File: src/include/board_config.svh
`ifndef BOARD_CONFIG_SVH
`define BOARD_CONFIG_SVH

// ------------------------------------------------------------
// Board clock and I/O counts

`define CLK_MHZ      50   // Onboard oscillator
`define W_KEY        2    // Onboard keys
`define W_SW         4    // Onboard switches, top one is reset
`define W_LED        8    // Onboard LEDs

// ------------------------------------------------------------
// TM1638 panel

`define W_TM_DIGIT   8    // Seven-segment digits
`define W_TM_KEY     8    // Panel keys
`define W_TM_LED     8    // Panel LEDs

// ------------------------------------------------------------
// Dividers, small values for simulation

`define SIO_CLK_DIV  4    // Clocks per half period of panel serial clock
`define I2S_SCK_DIV  2    // Clocks per half period of I2S bit clock
`define SCAN_CYCLES  4    // Clocks per digit in the display scan

`endif

File: src/hw/board_pkg.sv
`default_nettype none

`include "board_config.svh"

package board_pkg;

    // ------------------------------------------------------------
    // Vectors with a meaning

    typedef logic        [7:0]              seg_t;     // Segment pattern, lit is 1
    typedef logic        [`W_TM_DIGIT-1:0]  digit_t;   // One-hot digit select
    typedef logic        [`W_LED-1:0]       led_t;     // LED vector
    typedef logic        [`W_TM_KEY-1:0]    key_t;     // Pressed is 1
    typedef logic signed [23:0]             sample_t;  // Microphone sample

    // ------------------------------------------------------------
    // Panel pins driven by the FPGA

    typedef struct packed {
        logic clk;      // Serial clock, idles high
        logic stb;      // Strobe, active low
        logic dio;      // Data out
        logic dio_oe;   // Data pin driven when 1
    } sio_t;

    // TM1638 refresh sequence
    typedef enum logic [2:0] {
        st_idle,        // Strobe high gap
        st_cmd_mode,    // Data command 0x40
        st_addr,        // Address 0xC0
        st_data,        // 16 display bytes
        st_cmd_disp,    // Display control 0x8F
        st_cmd_read,    // Read command 0x42
        st_read         // Four key bytes
    } tm_state_t;

endpackage

`default_nettype wire

File: src/hw/inmp441_mic_i2s_receiver.sv
`default_nettype none

`include "board_config.svh"

module inmp441_mic_i2s_receiver
    import board_pkg::*;
(
    input  logic    clk,
    input  logic    rst,
    input  logic    sd,       // Serial data from microphone
    output logic    sck,      // I2S bit clock
    output logic    ws,       // Word select, low for left
    output sample_t value     // Last left-channel sample
);

    localparam int div_last = `I2S_SCK_DIV - 1;

    logic [7:0] div_cnt;      // Half-period divider
    logic [5:0] bit_cnt;      // Slot in 64-bit frame
    logic       half;         // Half period done
    logic       sck_rise;
    logic       sck_fall;
    logic       in_data;      // Slot carries a left data bit
    logic       ws_d;         // For ws rise detect
    sample_t    shift;        // Left bits, MSB first

    // ------------------------------------------------------------
    // Bit clock and word select

    assign half     = (div_cnt == 8'(div_last));
    assign sck_rise = half & ~sck;
    assign sck_fall = half &  sck;
    assign ws       = bit_cnt[5];                    // Upper half of frame is right

    always_ff @(posedge clk)
    begin
        if (rst)
        begin
            div_cnt <= '0;
            sck     <= 1'b0;
            bit_cnt <= '0;
        end
        else
        begin
            if (half)
            begin
                div_cnt <= '0;
                sck     <= ~sck;
            end
            else
                div_cnt <= div_cnt + 8'd1;

            if (sck_fall)
                bit_cnt <= bit_cnt + 6'd1;           // Slot advances on falling edge
        end
    end

    // ------------------------------------------------------------
    // Sample capture

    assign in_data = (bit_cnt != 6'd0) && (bit_cnt <= 6'd24);   // One slot delay after ws

    always_ff @(posedge clk)
    begin
        if (sck_rise && in_data)
            shift <= {shift[22:0], sd};              // MSB arrives first
    end

    always_ff @(posedge clk)
    begin
        if (rst)
        begin
            ws_d  <= 1'b0;
            value <= '0;
        end
        else
        begin
            ws_d <= ws;
            if (ws && !ws_d)
                value <= shift;                      // Left half just ended
        end
    end

endmodule

`default_nettype wire

File: src/hw/tm1638_board_controller.sv
`default_nettype none

`include "board_config.svh"

module tm1638_board_controller
    import board_pkg::*;
(
    input  logic   clk,
    input  logic   rst,
    input  seg_t   hgfedcba,     // Segments of the selected digit, a in bit 0
    input  digit_t digit,        // One-hot digit from the scan
    input  led_t   ledr,         // Panel LEDs
    input  logic   sio_dio_in,   // Data pin as seen by the FPGA
    output key_t   keys,         // Panel keys, pressed is 1
    output sio_t   sio           // Panel pins
);

    localparam int div_last = `SIO_CLK_DIV - 1;
    localparam int n_data   = 2 * `W_TM_DIGIT;      // Segment and LED byte per digit

    // ------------------------------------------------------------
    // Segment image from the multiplexed scan

    seg_t seg_img [`W_TM_DIGIT];

    always_ff @(posedge clk)
    begin
        for (int i = 0; i < `W_TM_DIGIT; i++)
        begin
            if (digit[i])
                seg_img[i] <= hgfedcba;             // Latch while selected
        end
    end

    // ------------------------------------------------------------
    // Serial timing

    tm_state_t  state;
    tm_state_t  ret_state;       // Command after the strobe gap
    logic [7:0] div_cnt;         // Half-period divider
    logic [3:0] bit_cnt;         // Bits clocked, 8 ends a byte
    logic [3:0] byte_cnt;        // Byte within a strobe
    logic [7:0] tx_next;         // Byte for current state
    logic [7:0] tx_q;            // Byte being shifted out
    logic [7:0] rx_q;            // Byte being read in
    key_t       key_acc;         // Keys from earlier read bytes
    logic       tick;            // Half period done
    logic       busy;            // Strobe low, bytes in flight
    logic       bit_fall;        // Serial clock goes low
    logic       bit_rise;        // Serial clock goes high
    logic       byte_end;

    assign tick     = (div_cnt == 8'(div_last));
    assign busy     = (state != st_idle);
    assign bit_fall = tick & busy & sio.clk & (bit_cnt != 4'd8);
    assign bit_rise = tick & busy & ~sio.clk;
    assign byte_end = tick & busy & sio.clk & (bit_cnt == 4'd8);

    always_comb
    begin
        case (state)
            st_cmd_mode: tx_next = 8'h40;                          // Write, auto increment
            st_addr:     tx_next = 8'hC0;                          // Start at address 0
            st_data:     tx_next = byte_cnt[0] ? {7'd0, ledr[byte_cnt[3:1]]}
                                               : seg_img[byte_cnt[3:1]];
            st_cmd_disp: tx_next = 8'h8F;                          // Display on, full bright
            st_cmd_read: tx_next = 8'h42;                          // Key scan read
            default:     tx_next = 8'h00;
        endcase
    end

    // ------------------------------------------------------------
    // Data shift registers

    always_ff @(posedge clk)
    begin
        if (bit_fall && bit_cnt == 4'd0)
            tx_q <= tx_next;                        // Hold byte stable while shifting

        if (bit_rise)
            rx_q <= {sio_dio_in, rx_q[7:1]};        // LSB first

        if (byte_end && state == st_read)
        begin
            key_acc[{1'b0, byte_cnt[1:0]}] <= rx_q[0];
            key_acc[{1'b1, byte_cnt[1:0]}] <= rx_q[4];
        end
    end

    // ------------------------------------------------------------
    // Command sequence FSM

    always_ff @(posedge clk)
    begin
        if (rst)
        begin
            state     <= st_idle;
            ret_state <= st_cmd_mode;
            div_cnt   <= '0;
            bit_cnt   <= '0;
            byte_cnt  <= '0;
            keys      <= '0;
            sio       <= '{clk: 1'b1, stb: 1'b1, dio: 1'b0, dio_oe: 1'b0};
        end
        else
        begin
            div_cnt <= tick ? 8'd0 : div_cnt + 8'd1;

            if (tick)
            begin
                if (!busy)                          // Gap over, open strobe
                begin
                    sio.stb    <= 1'b0;
                    sio.dio_oe <= 1'b1;
                    state      <= ret_state;
                end
                else if (!sio.clk)                  // Panel samples here
                begin
                    sio.clk <= 1'b1;
                    bit_cnt <= bit_cnt + 4'd1;
                end
                else if (bit_cnt != 4'd8)           // Next bit while clock low
                begin
                    sio.clk <= 1'b0;
                    if (state != st_read)
                        sio.dio <= (bit_cnt == 4'd0) ? tx_next[0] : tx_q[bit_cnt[2:0]];
                end
                else
                begin
                    bit_cnt <= '0;
                    case (state)
                        st_cmd_mode:
                        begin
                            sio.stb    <= 1'b1;
                            sio.dio_oe <= 1'b0;
                            ret_state  <= st_addr;
                            state      <= st_idle;
                        end
                        st_addr:
                        begin
                            byte_cnt <= '0;
                            state    <= st_data;     // Same strobe
                        end
                        st_data:
                        begin
                            if (byte_cnt == 4'(n_data - 1))
                            begin
                                sio.stb    <= 1'b1;
                                sio.dio_oe <= 1'b0;
                                ret_state  <= st_cmd_disp;
                                state      <= st_idle;
                            end
                            else
                                byte_cnt <= byte_cnt + 4'd1;
                        end
                        st_cmd_disp:
                        begin
                            sio.stb    <= 1'b1;
                            sio.dio_oe <= 1'b0;
                            ret_state  <= st_cmd_read;
                            state      <= st_idle;
                        end
                        st_cmd_read:
                        begin
                            byte_cnt   <= '0;
                            sio.dio_oe <= 1'b0;      // Panel takes the pin
                            state      <= st_read;
                        end
                        st_read:
                        begin
                            if (byte_cnt == 4'd3)    // End of refresh
                            begin
                                sio.stb   <= 1'b1;
                                keys      <= {rx_q[4], key_acc[6:4], rx_q[0], key_acc[2:0]};
                                ret_state <= st_cmd_mode;
                                state     <= st_idle;
                            end
                            else
                                byte_cnt <= byte_cnt + 4'd1;
                        end
                        default:
                            state <= st_idle;
                    endcase
                end
            end
        end
    end

endmodule

`default_nettype wire

File: src/hw/top.sv
`default_nettype none

`include "board_config.svh"

module top
    import board_pkg::*;
(
    input  logic       clk,
    input  logic       rst,
    input  key_t       key,        // Pressed is 1
    input  logic [2:0] sw,         // Not used by this design
    input  sample_t    mic,        // Left microphone sample
    output led_t       led,
    output seg_t       abcdefgh,   // a in bit 7
    output digit_t     digit       // One-hot digit select
);

    localparam int scan_last = `SCAN_CYCLES - 1;

    sample_t    held;              // Sample on display
    logic [3:0] scan_cnt;          // Clocks on current digit
    logic [3:0] nibble;            // Hex value of selected digit
    logic       blank;             // Digits 6 and 7 stay dark

    // ------------------------------------------------------------
    // Sample hold

    always_ff @(posedge clk)
    begin
        if (rst)
            held <= '0;
        else if (!key[0])
            held <= mic;           // Frozen while key 0 held
    end

    assign led = held[23:16];      // Upper byte

    // ------------------------------------------------------------
    // Digit scan

    always_ff @(posedge clk)
    begin
        if (rst)
        begin
            scan_cnt <= '0;
            digit    <= digit_t'(1);
        end
        else if (scan_cnt == 4'(scan_last))
        begin
            scan_cnt <= '0;
            digit    <= {digit[6:0], digit[7]};    // Rotate to next digit
        end
        else
            scan_cnt <= scan_cnt + 4'd1;
    end

    // ------------------------------------------------------------
    // Hex to segments

    function automatic seg_t hex_seg(input logic [3:0] h);
        case (h)
            4'h0: hex_seg = 8'hFC;
            4'h1: hex_seg = 8'h60;
            4'h2: hex_seg = 8'hDA;
            4'h3: hex_seg = 8'hF2;
            4'h4: hex_seg = 8'h66;
            4'h5: hex_seg = 8'hB6;
            4'h6: hex_seg = 8'hBE;
            4'h7: hex_seg = 8'hE0;
            4'h8: hex_seg = 8'hFE;
            4'h9: hex_seg = 8'hF6;
            4'hA: hex_seg = 8'hEE;
            4'hB: hex_seg = 8'h3E;    // Lower case b
            4'hC: hex_seg = 8'h9C;
            4'hD: hex_seg = 8'h7A;    // Lower case d
            4'hE: hex_seg = 8'h9E;
            default: hex_seg = 8'h8E;
        endcase
    endfunction

    always_comb
    begin
        nibble = '0;
        for (int i = 0; i < 6; i++)
        begin
            if (digit[i])
                nibble |= held[i * 4 +: 4];        // One-hot mux
        end
    end

    assign blank    = digit[6] | digit[7];
    assign abcdefgh = blank ? 8'h00 : hex_seg(nibble);

endmodule

`default_nettype wire

File: src/hw/board_specific_top.sv
`default_nettype none

`include "board_config.svh"

module board_specific_top
    import board_pkg::*;
(
    input  logic              fpga_clk1_50,

    input  logic [`W_KEY-1:0] key,           // Onboard keys, active low
    input  logic [`W_SW-1:0]  sw,            // Top switch is reset
    input  logic              btn_reset_n,   // MiSTer I/O board reset button
    input  logic              mic_sd,
    input  logic              sio_dio_in,    // TM1638 data pin, input side

    output led_t              led,           // Onboard LEDs
    output logic              sio_clk,
    output logic              sio_stb,
    output logic              sio_dio,
    output logic              sio_dio_oe,
    output logic              mic_sck,
    output logic              mic_ws
);

    logic    clk;
    logic    rst;
    key_t    top_key;      // Merged onboard and panel keys
    key_t    tm_key;       // Keys read from the panel
    led_t    top_led;
    digit_t  top_digit;
    seg_t    abcdefgh;     // From user design, a in bit 7
    seg_t    hgfedcba;     // To panel, a in bit 0
    sio_t    sio;
    sample_t mic;

    assign clk = fpga_clk1_50;
    assign rst = sw[`W_SW-1] | ~btn_reset_n;

    // ------------------------------------------------------------
    // Key merge and LED fan-out

    always_comb
    begin
        top_key = '0;
        top_key[`W_KEY-1:0]    |= ~key;                        // Onboard active low
        top_key[`W_TM_KEY-2:0] |= tm_key[`W_TM_KEY-2:0];       // Panel key 7 not used
    end

    assign led = top_led;

    // Panel bit order is reversed
    for (genvar i = 0; i < 8; i++)
    begin : g_rev
        assign hgfedcba[i] = abcdefgh[7 - i];
    end

    assign sio_clk    = sio.clk;
    assign sio_stb    = sio.stb;
    assign sio_dio    = sio.dio;
    assign sio_dio_oe = sio.dio_oe;

    // ------------------------------------------------------------
    // Blocks

    top i_top
    (
        .clk      ( clk                ),
        .rst      ( rst                ),
        .key      ( top_key            ),
        .sw       ( sw[`W_SW-2:0]      ),   // Remaining switches
        .mic      ( mic                ),
        .led      ( top_led            ),
        .abcdefgh ( abcdefgh           ),
        .digit    ( top_digit          )
    );

    tm1638_board_controller i_ledkey
    (
        .clk        ( clk        ),
        .rst        ( rst        ),
        .hgfedcba   ( hgfedcba   ),
        .digit      ( top_digit  ),
        .ledr       ( top_led    ),   // Same LEDs as onboard
        .sio_dio_in ( sio_dio_in ),
        .keys       ( tm_key     ),
        .sio        ( sio        )
    );

    inmp441_mic_i2s_receiver i_microphone
    (
        .clk   ( clk     ),
        .rst   ( rst     ),
        .sd    ( mic_sd  ),
        .sck   ( mic_sck ),
        .ws    ( mic_ws  ),
        .value ( mic     )
    );

endmodule

`default_nettype wire

File: config.mk
export PLATFORM = sky130hd
export DESIGN_NAME = board_specific_top
export DESIGN_NICKNAME = d
export VERILOG_FILES = /design/src/hw/board_pkg.sv /design/src/hw/inmp441_mic_i2s_receiver.sv /design/src/hw/tm1638_board_controller.sv /design/src/hw/top.sv /design/src/hw/board_specific_top.sv
export VERILOG_INCLUDE_DIRS = /design/src /design/src/include
export SDC_FILE = /design/constraint.sdc
export NUM_CORES = 1
export LEC_CHECK = 0
export ABC_AREA = 1
export BUFFER_PORTS_ARGS = -buffer_cell sky130_fd_sc_hd__buf_2
export CORE_MARGIN = 2
export CORE_UTILIZATION = 56
export DETAILED_ROUTE_END_ITERATION = 12
export GPL_TIMING_DRIVEN = 0
export PLACE_DENSITY = 0.76
export SYNTH_ARGS = -nofsm -noshare
export SYNTH_HDL_FRONTEND = slang
export SYNTH_SLANG_ARGS = --single-unit
File: constraint.sdc
create_clock -name fpga_clk1_50 -period 3 [get_ports fpga_clk1_50]
set_input_delay 0.15 -clock fpga_clk1_50 [delete_from_list [all_inputs] [get_ports fpga_clk1_50]]
set_output_delay 0.15 -clock fpga_clk1_50 [all_outputs]
set_load 0.02 [all_outputs]
* Word-level counts from Yosys, hierarchy flattened
Memories as Yosys holds them, arrays and structs flattened. A register that Yosys moved wholly into a read port is not among the register bits.
Cells that the tools add are included.
** Word-level totals
- Register bits :: 151
- RAM bits :: 64
- Bits in read-only memories :: 112
- Output and inout bits :: 14
- Logic and storage cells :: 176
- Memories kept :: 2
** Cells by class
- Add/sub/neg operators :: 6
- $lt $le $gt $ge :: 7
- Equal/unequal tests :: 25
- Multiplexer cells :: 66
- Bitwise operators :: 20
- Reduce and logical (&&, ||, !) cells :: 28
** Memory list
- (no name shown) :: words 16, width 7, read ports 1, clocked after Yosys merged registers in 0, write ports 0, RTL line top.sv:61 : case (h)
- i_ledkey.seg_img :: words 8, width 8, read ports 1, clocked after Yosys merged registers in 1, write ports 8, RTL line tm1638_board_controller.sv:24 : seg_t seg_img [`W_TM_DIGIT];
** Operators by type and width (number)
- $mux W4 :: 10
- $pmux W8 S5 :: 1
- $mux W1 :: 32
- $mux W3 :: 10
- $pmux W3 S4 :: 2
- $or A4 B4 Y4 :: 5
- $add A8 B1 Y8 const B :: 2
- $bwmux W8 :: 2
- $mux W8 :: 2
- $reduce_and A5 Y1 :: 3
- $reduce_and A7 Y1 :: 2
- $add A4 B1 Y4 const B :: 3
- $lt A3 B4 Y1 const B :: 3
- $ne A3 B3 Y1 const B :: 4
- $pmux W4 S3 :: 1
- $reduce_and A6 Y1 :: 2
- $ne A2 B2 Y1 const B :: 5
- $reduce_or A2 Y1 :: 5
- $eq A3 B3 Y1 const B :: 3
- $eq A4 B2 Y1 const B :: 2
- $eq A4 B4 Y1 const B :: 2
- $eq A8 B1 Y1 const B :: 1
- $eq A8 B2 Y1 const B :: 1
- $ne A4 B4 Y1 const B :: 2
- 24 further kinds :: 47

* Depth between registers and ports, before layout
An unclocked memory read counts as a cell.
- Depth in word-level cells :: 13
- Mapped depth :: 11
- Mapped depth without buffers :: 11

* Cells and area by module
Synthesis repeated with hierarchy kept, for this count alone.
** Second synthesis, totals
- Cell total of the unflattened synthesis :: 1014
- Area, all modules :: 9385.3 sq um
** Modules (own cells, without submodules)
- tm1638_board_controller :: instances 1, cells each 499, area each 5153.7 sq um
- inmp441_mic_i2s_receiver :: instances 1, cells each 235, area each 2354.8 sq um
- top :: instances 1, cells each 273, area each 1850.5 sq um
- board_specific_top :: instances 1, cells each 7, area each 26.3 sq um

* Worst setup path before layout
Ideal clock, no wire load.
- Path kind :: reg-to-reg
- Start point :: reg i_microphone.div_cnt[0]
- End point :: reg i_microphone.shift[0], enable pin
- Library setup time :: 0.449 ns
- Arrival :: 2.679 ns
- Required time :: 2.551 ns
- Setup slack :: -0.128 ns
- Stages on the path, launching flop included :: 6
- Buffers on the path :: 0
- Cell sequence :: dfxtp_1 ha_1 nand2_1 nor2_1 inv_1 a311oi_1
** On the way
- Longest elaborated chain between the ends :: 3
** Ends and longest elaborated chain
- start: declaration :: RTL line inmp441_mic_i2s_receiver.sv:18 : logic [7:0] div_cnt;
- start signal: assignment :: RTL line inmp441_mic_i2s_receiver.sv:51 : div_cnt <= div_cnt + 8'd1;
- $eq A8 B1 Y1 :: RTL line inmp441_mic_i2s_receiver.sv:30 : assign half = (div_cnt == 8'(div_last));
- $and A1 B1 Y1 :: RTL line inmp441_mic_i2s_receiver.sv:31 : assign sck_rise = half & ~sck;
- $logic_and A1 B1 Y1 :: RTL line inmp441_mic_i2s_receiver.sv:65 : if (sck_rise && in_data)
- end signal: assignment :: RTL line inmp441_mic_i2s_receiver.sv:66 : shift <= {shift[22:0], sd};
- end: declaration :: RTL line inmp441_mic_i2s_receiver.sv:25 : sample_t shift;
No other way between the ends.
A chain may end at the register's enable or synchronous reset.

==> results.json <==
{
  "power.total_w": 0.00567,
  "worstSkewPairLatency_ps": 500,
  "final.min_clock_period_ps": 2580,
  "min_path_type": "input port to flop",
  "start_kind": "flop",
  "overflow": 0,
  "swShare_pct": 20.0,
  "synth_cell_types": 41,
  "htreeDepth": 1,
  "clkPwrFrac_pct": 45.8,
  "clk_pin_slew_ps": 60,
  "io_pins": 24,
  "vias": 6173,
  "grt_max_degree": 20,
  "synthSimpleGateAreaFrac_pct": 19.1,
  "critPathKind": "flop to flop",
  "antenna_found_initial": 0,
  "seq_power_share_pct": 51.7,
  "fin_nets": 972,
  "post-route-drc-count": 0,
  "final-max-slew-violation-count": 0,
  "antenna_cells": 0,
  "post_synth_fa_ha_maj_area_fraction_pct": 2.69,
  "dp_hpwl_um": 11700,
  "synth-edff-count": 97,
  "cts_root_buffer": "clkbuf_16",
  "hold_viol": 0,
  "syn_inst": 899,
  "post_cts_buffers": 0,
  "cts_made_buffers": 21,
  "fmax_mhz": 387,
  "place.gp.congestion": 0.868,
  "peakVddDrop_mv": 0.423,
  "dieArea_mm2": 0.0160,
  "worstMarginPinSlew_ps": 1020,
  "grt_pass1_vias": 5935,
  "synth_xor_area_share_pct": 0.313,
  "place_ws_ps": -9.96,
  "fin_crit_sh_pct": 86.0,
  "core.rowCount": 44,
  "synthToLayoutAreaGrowth_pct": 12.8,
  "setup_viol": 0,
  "synth_top_family_by_area": "simple AND/OR/NAND/NOR gates",
  "nFillCells": 1169,
  "switching_power_w": 0.00114,
  "p_leak_nw": 3.73,
  "drive_gt1_share_pct": 10.0,
  "ys_ff_latch": 203,
  "postRouteAntennaNets": 0,
  "dr.pass1.iters": 5,
  "p_comb_share_pct": 2.5,
  "synth_compound_gate_area_share_pct": 12.1,
  "coreArea_mm2": 0.0146,
  "maxCapViolCount": 0,
  "rsz0062_at_grt": "no",
  "synth_nets": 927,
  "muxShareOfSynthArea_pct": 0,
  "status": "finished clean",
  "syn-cell-area_mm2": 0.00839,
  "most-common-layout-cells": "nor2_1, nand2_1, dfxtp_1",
  "portBuffers": 19,
  "intPower_w": 0.00454,
  "cp.required_ps": 3220,
  "die_x_um": 126,
  "reg2reg_slack_ps": 420,
  "cp_max_fo": 12,
  "clkSinkCount": 203,
  "wl_per_cell_um": 15.0,
  "die_h_um": 126,
  "cts.path.max_buffers": 3,
  "start_util_pct": 57.5,
  "final_common_cell": "nor2_1",
  "yosys_warnings": 0,
  "async_flop_share_pct": 0,
  "cp.arrival_ps": 2800,
  "powerDensity_mw_per_mm2": 600,
  "critPathCaptureType": "flop",
  "hold_slack_ps": 195,
  "cts_tree": "built",
  "drt_wl_total_um": 17200,
  "slew_headroom_pct": 31.6,
  "grt_use_total_pct": 21.9,
  "grt_pass1_wl_um": 28600,
  "drt_iter0_markers": 461,
  "avgSynthCellArea_um2": 9.33,
  "ys.flop_type": "dfxtp_1",
  "yosysSeqAreaShare_pct": 60.0,
  "viasPerCell": 5.40,
  "skew_ps": 12.5,
  "setup_ws_ps": 419
}
## registers in the layout (all words and copies together) (netlist names), 4 cells and up, named ones only
| name | cells |
|---|---|
| i_ledkey.bit_cnt | 4 |
| i_ledkey.byte_cnt | 4 |
| i_ledkey.div_cnt | 8 |
| i_ledkey.rx_q | 8 |
| i_ledkey.seg_img | 56 |
| i_ledkey.sio | 4 |
| i_ledkey.tx_q | 8 |
| i_microphone.bit_cnt | 6 |
| i_microphone.div_cnt | 8 |
| i_microphone.shift | 24 |
| i_microphone.value | 24 |
| i_top.digit | 8 |
| i_top.held | 24 |
| i_top.scan_cnt | 4 |
## path summary, 6_finish.rpt
kind,startpoint,end,cells past startpoint
min,sw[3],i_microphone.bit_cnt[5],4
min reg2reg,i_ledkey.rx_q[6],i_ledkey.rx_q[5],0
max,i_top.digit[2],i_ledkey.seg_img[5][1],9
max reg2reg,i_top.digit[2],i_ledkey.seg_img[5][1],9
## critical path, cell delays in order, from the launching register on
cell and delay, ps:
dfxtp_1 750, inv_1 120, o22ai_1 180, nor2_1 60
nand2_1 160, inv_1 120, ha_1 340, nand2_1 80
nand2_1 40, a21oi_1 440
## synth_stat cells (5+ instances only)
cell      count  area (um^2)
inv_1        77          289
buf_4         8         60.1
edfxtp_1     97         2910
nor2_4        6         67.6
a21oi_1      50          250
ha_1         18          225
nand3_1      32          160
nand2_2       5         31.3
nand2_1     128          480
inv_2         6         22.5
nor3b_1       5         37.5
o211ai_1     10         75.1
nor3_1       12         60.1
clkbuf_1     20         75.1
nor2_1      164          616
o22ai_1       9         56.3
dfxtp_1     106         2120
o21ai_0     100          500
## power groups by stage
stage | Combinational, W | Clock (W) | Sequential (W)
6_report | 0.000142 | 0.00260 | 0.00293
5_1_grt | 0.000161 | 0.00277 | 0.00293
4_1_cts | 0.000142 | 0.00264 | 0.00293
3_5_place_dp | 0.000139 | 0 | 0.00299
3_3_place_gp | 0.000135 | 0 | 0.00299
2_1_floorplan | 0.0000959 | 0 | 0.00299
## logic make-up (layout without fill, tap and decap cells)
group	count (synthesis)	count (layout)
and+or+nand+nor	373	373
buffers and inverters	118	178
DFF	203	203
AOI/OAI and AO/OA	184	184
adders and majority gates	18	18
xor gates and xnor gates	3	3
## layout make-up
| type | count | area (um^2) | area share (%) |
|---|---|---|---|
| flip-flops and latches | 203 | 5030 | 53.2 |
| multi-input cells | 578 | 2900 | 30.7 |
| clock buffers | 29 | 566 | 5.98 |
| inverters | 85 | 319 | 3.37 |
| well taps | 184 | 230 | 2.43 |
| plain buffers | 33 | 159 | 1.68 |
| repair buffers | 22 | 130 | 1.38 |
| clock inverters | 9 | 123 | 1.30 |
## metal layers
metal | GRT usage (%) | vias up | routed length, um | share of wire (%)
li1 | - | 3111 | - | -
met1 | 29.3 | 2845 | 7540 | 44
met2 | 36.1 | 166 | 8240 | 48
met3 | 3.63 | 51 | 874 | 5.1
met4 | 8.40 | 0 | 521 | 3.0
met5 | 0 | - | 0 | 0
## per-stage QoR
step	utilization, %	setup TNS (ps)	cell area (um^2)	std cells
3_3_place_gp	59.8	0	8720	1102
5_1_grt	64.9	0	9460	1143
2_1_floorplan	-	0	8390	899
3_5_place_dp	59.9	-78.0	8740	1103
4_1_cts	64.8	0	9460	1143
6_report	64.9	0	9460	1143
## timing repair
| item | CTS | global route |
|---|---|---|
| endpoints found under the setup margin | 8 | 8 |
| hold buffers | 2 | 0 |
| hold endpoints to repair | 2 | 0 |
| gates resized for setup | 1 | 1 |
No activity file was read; power rests on OpenSTA's default activity.
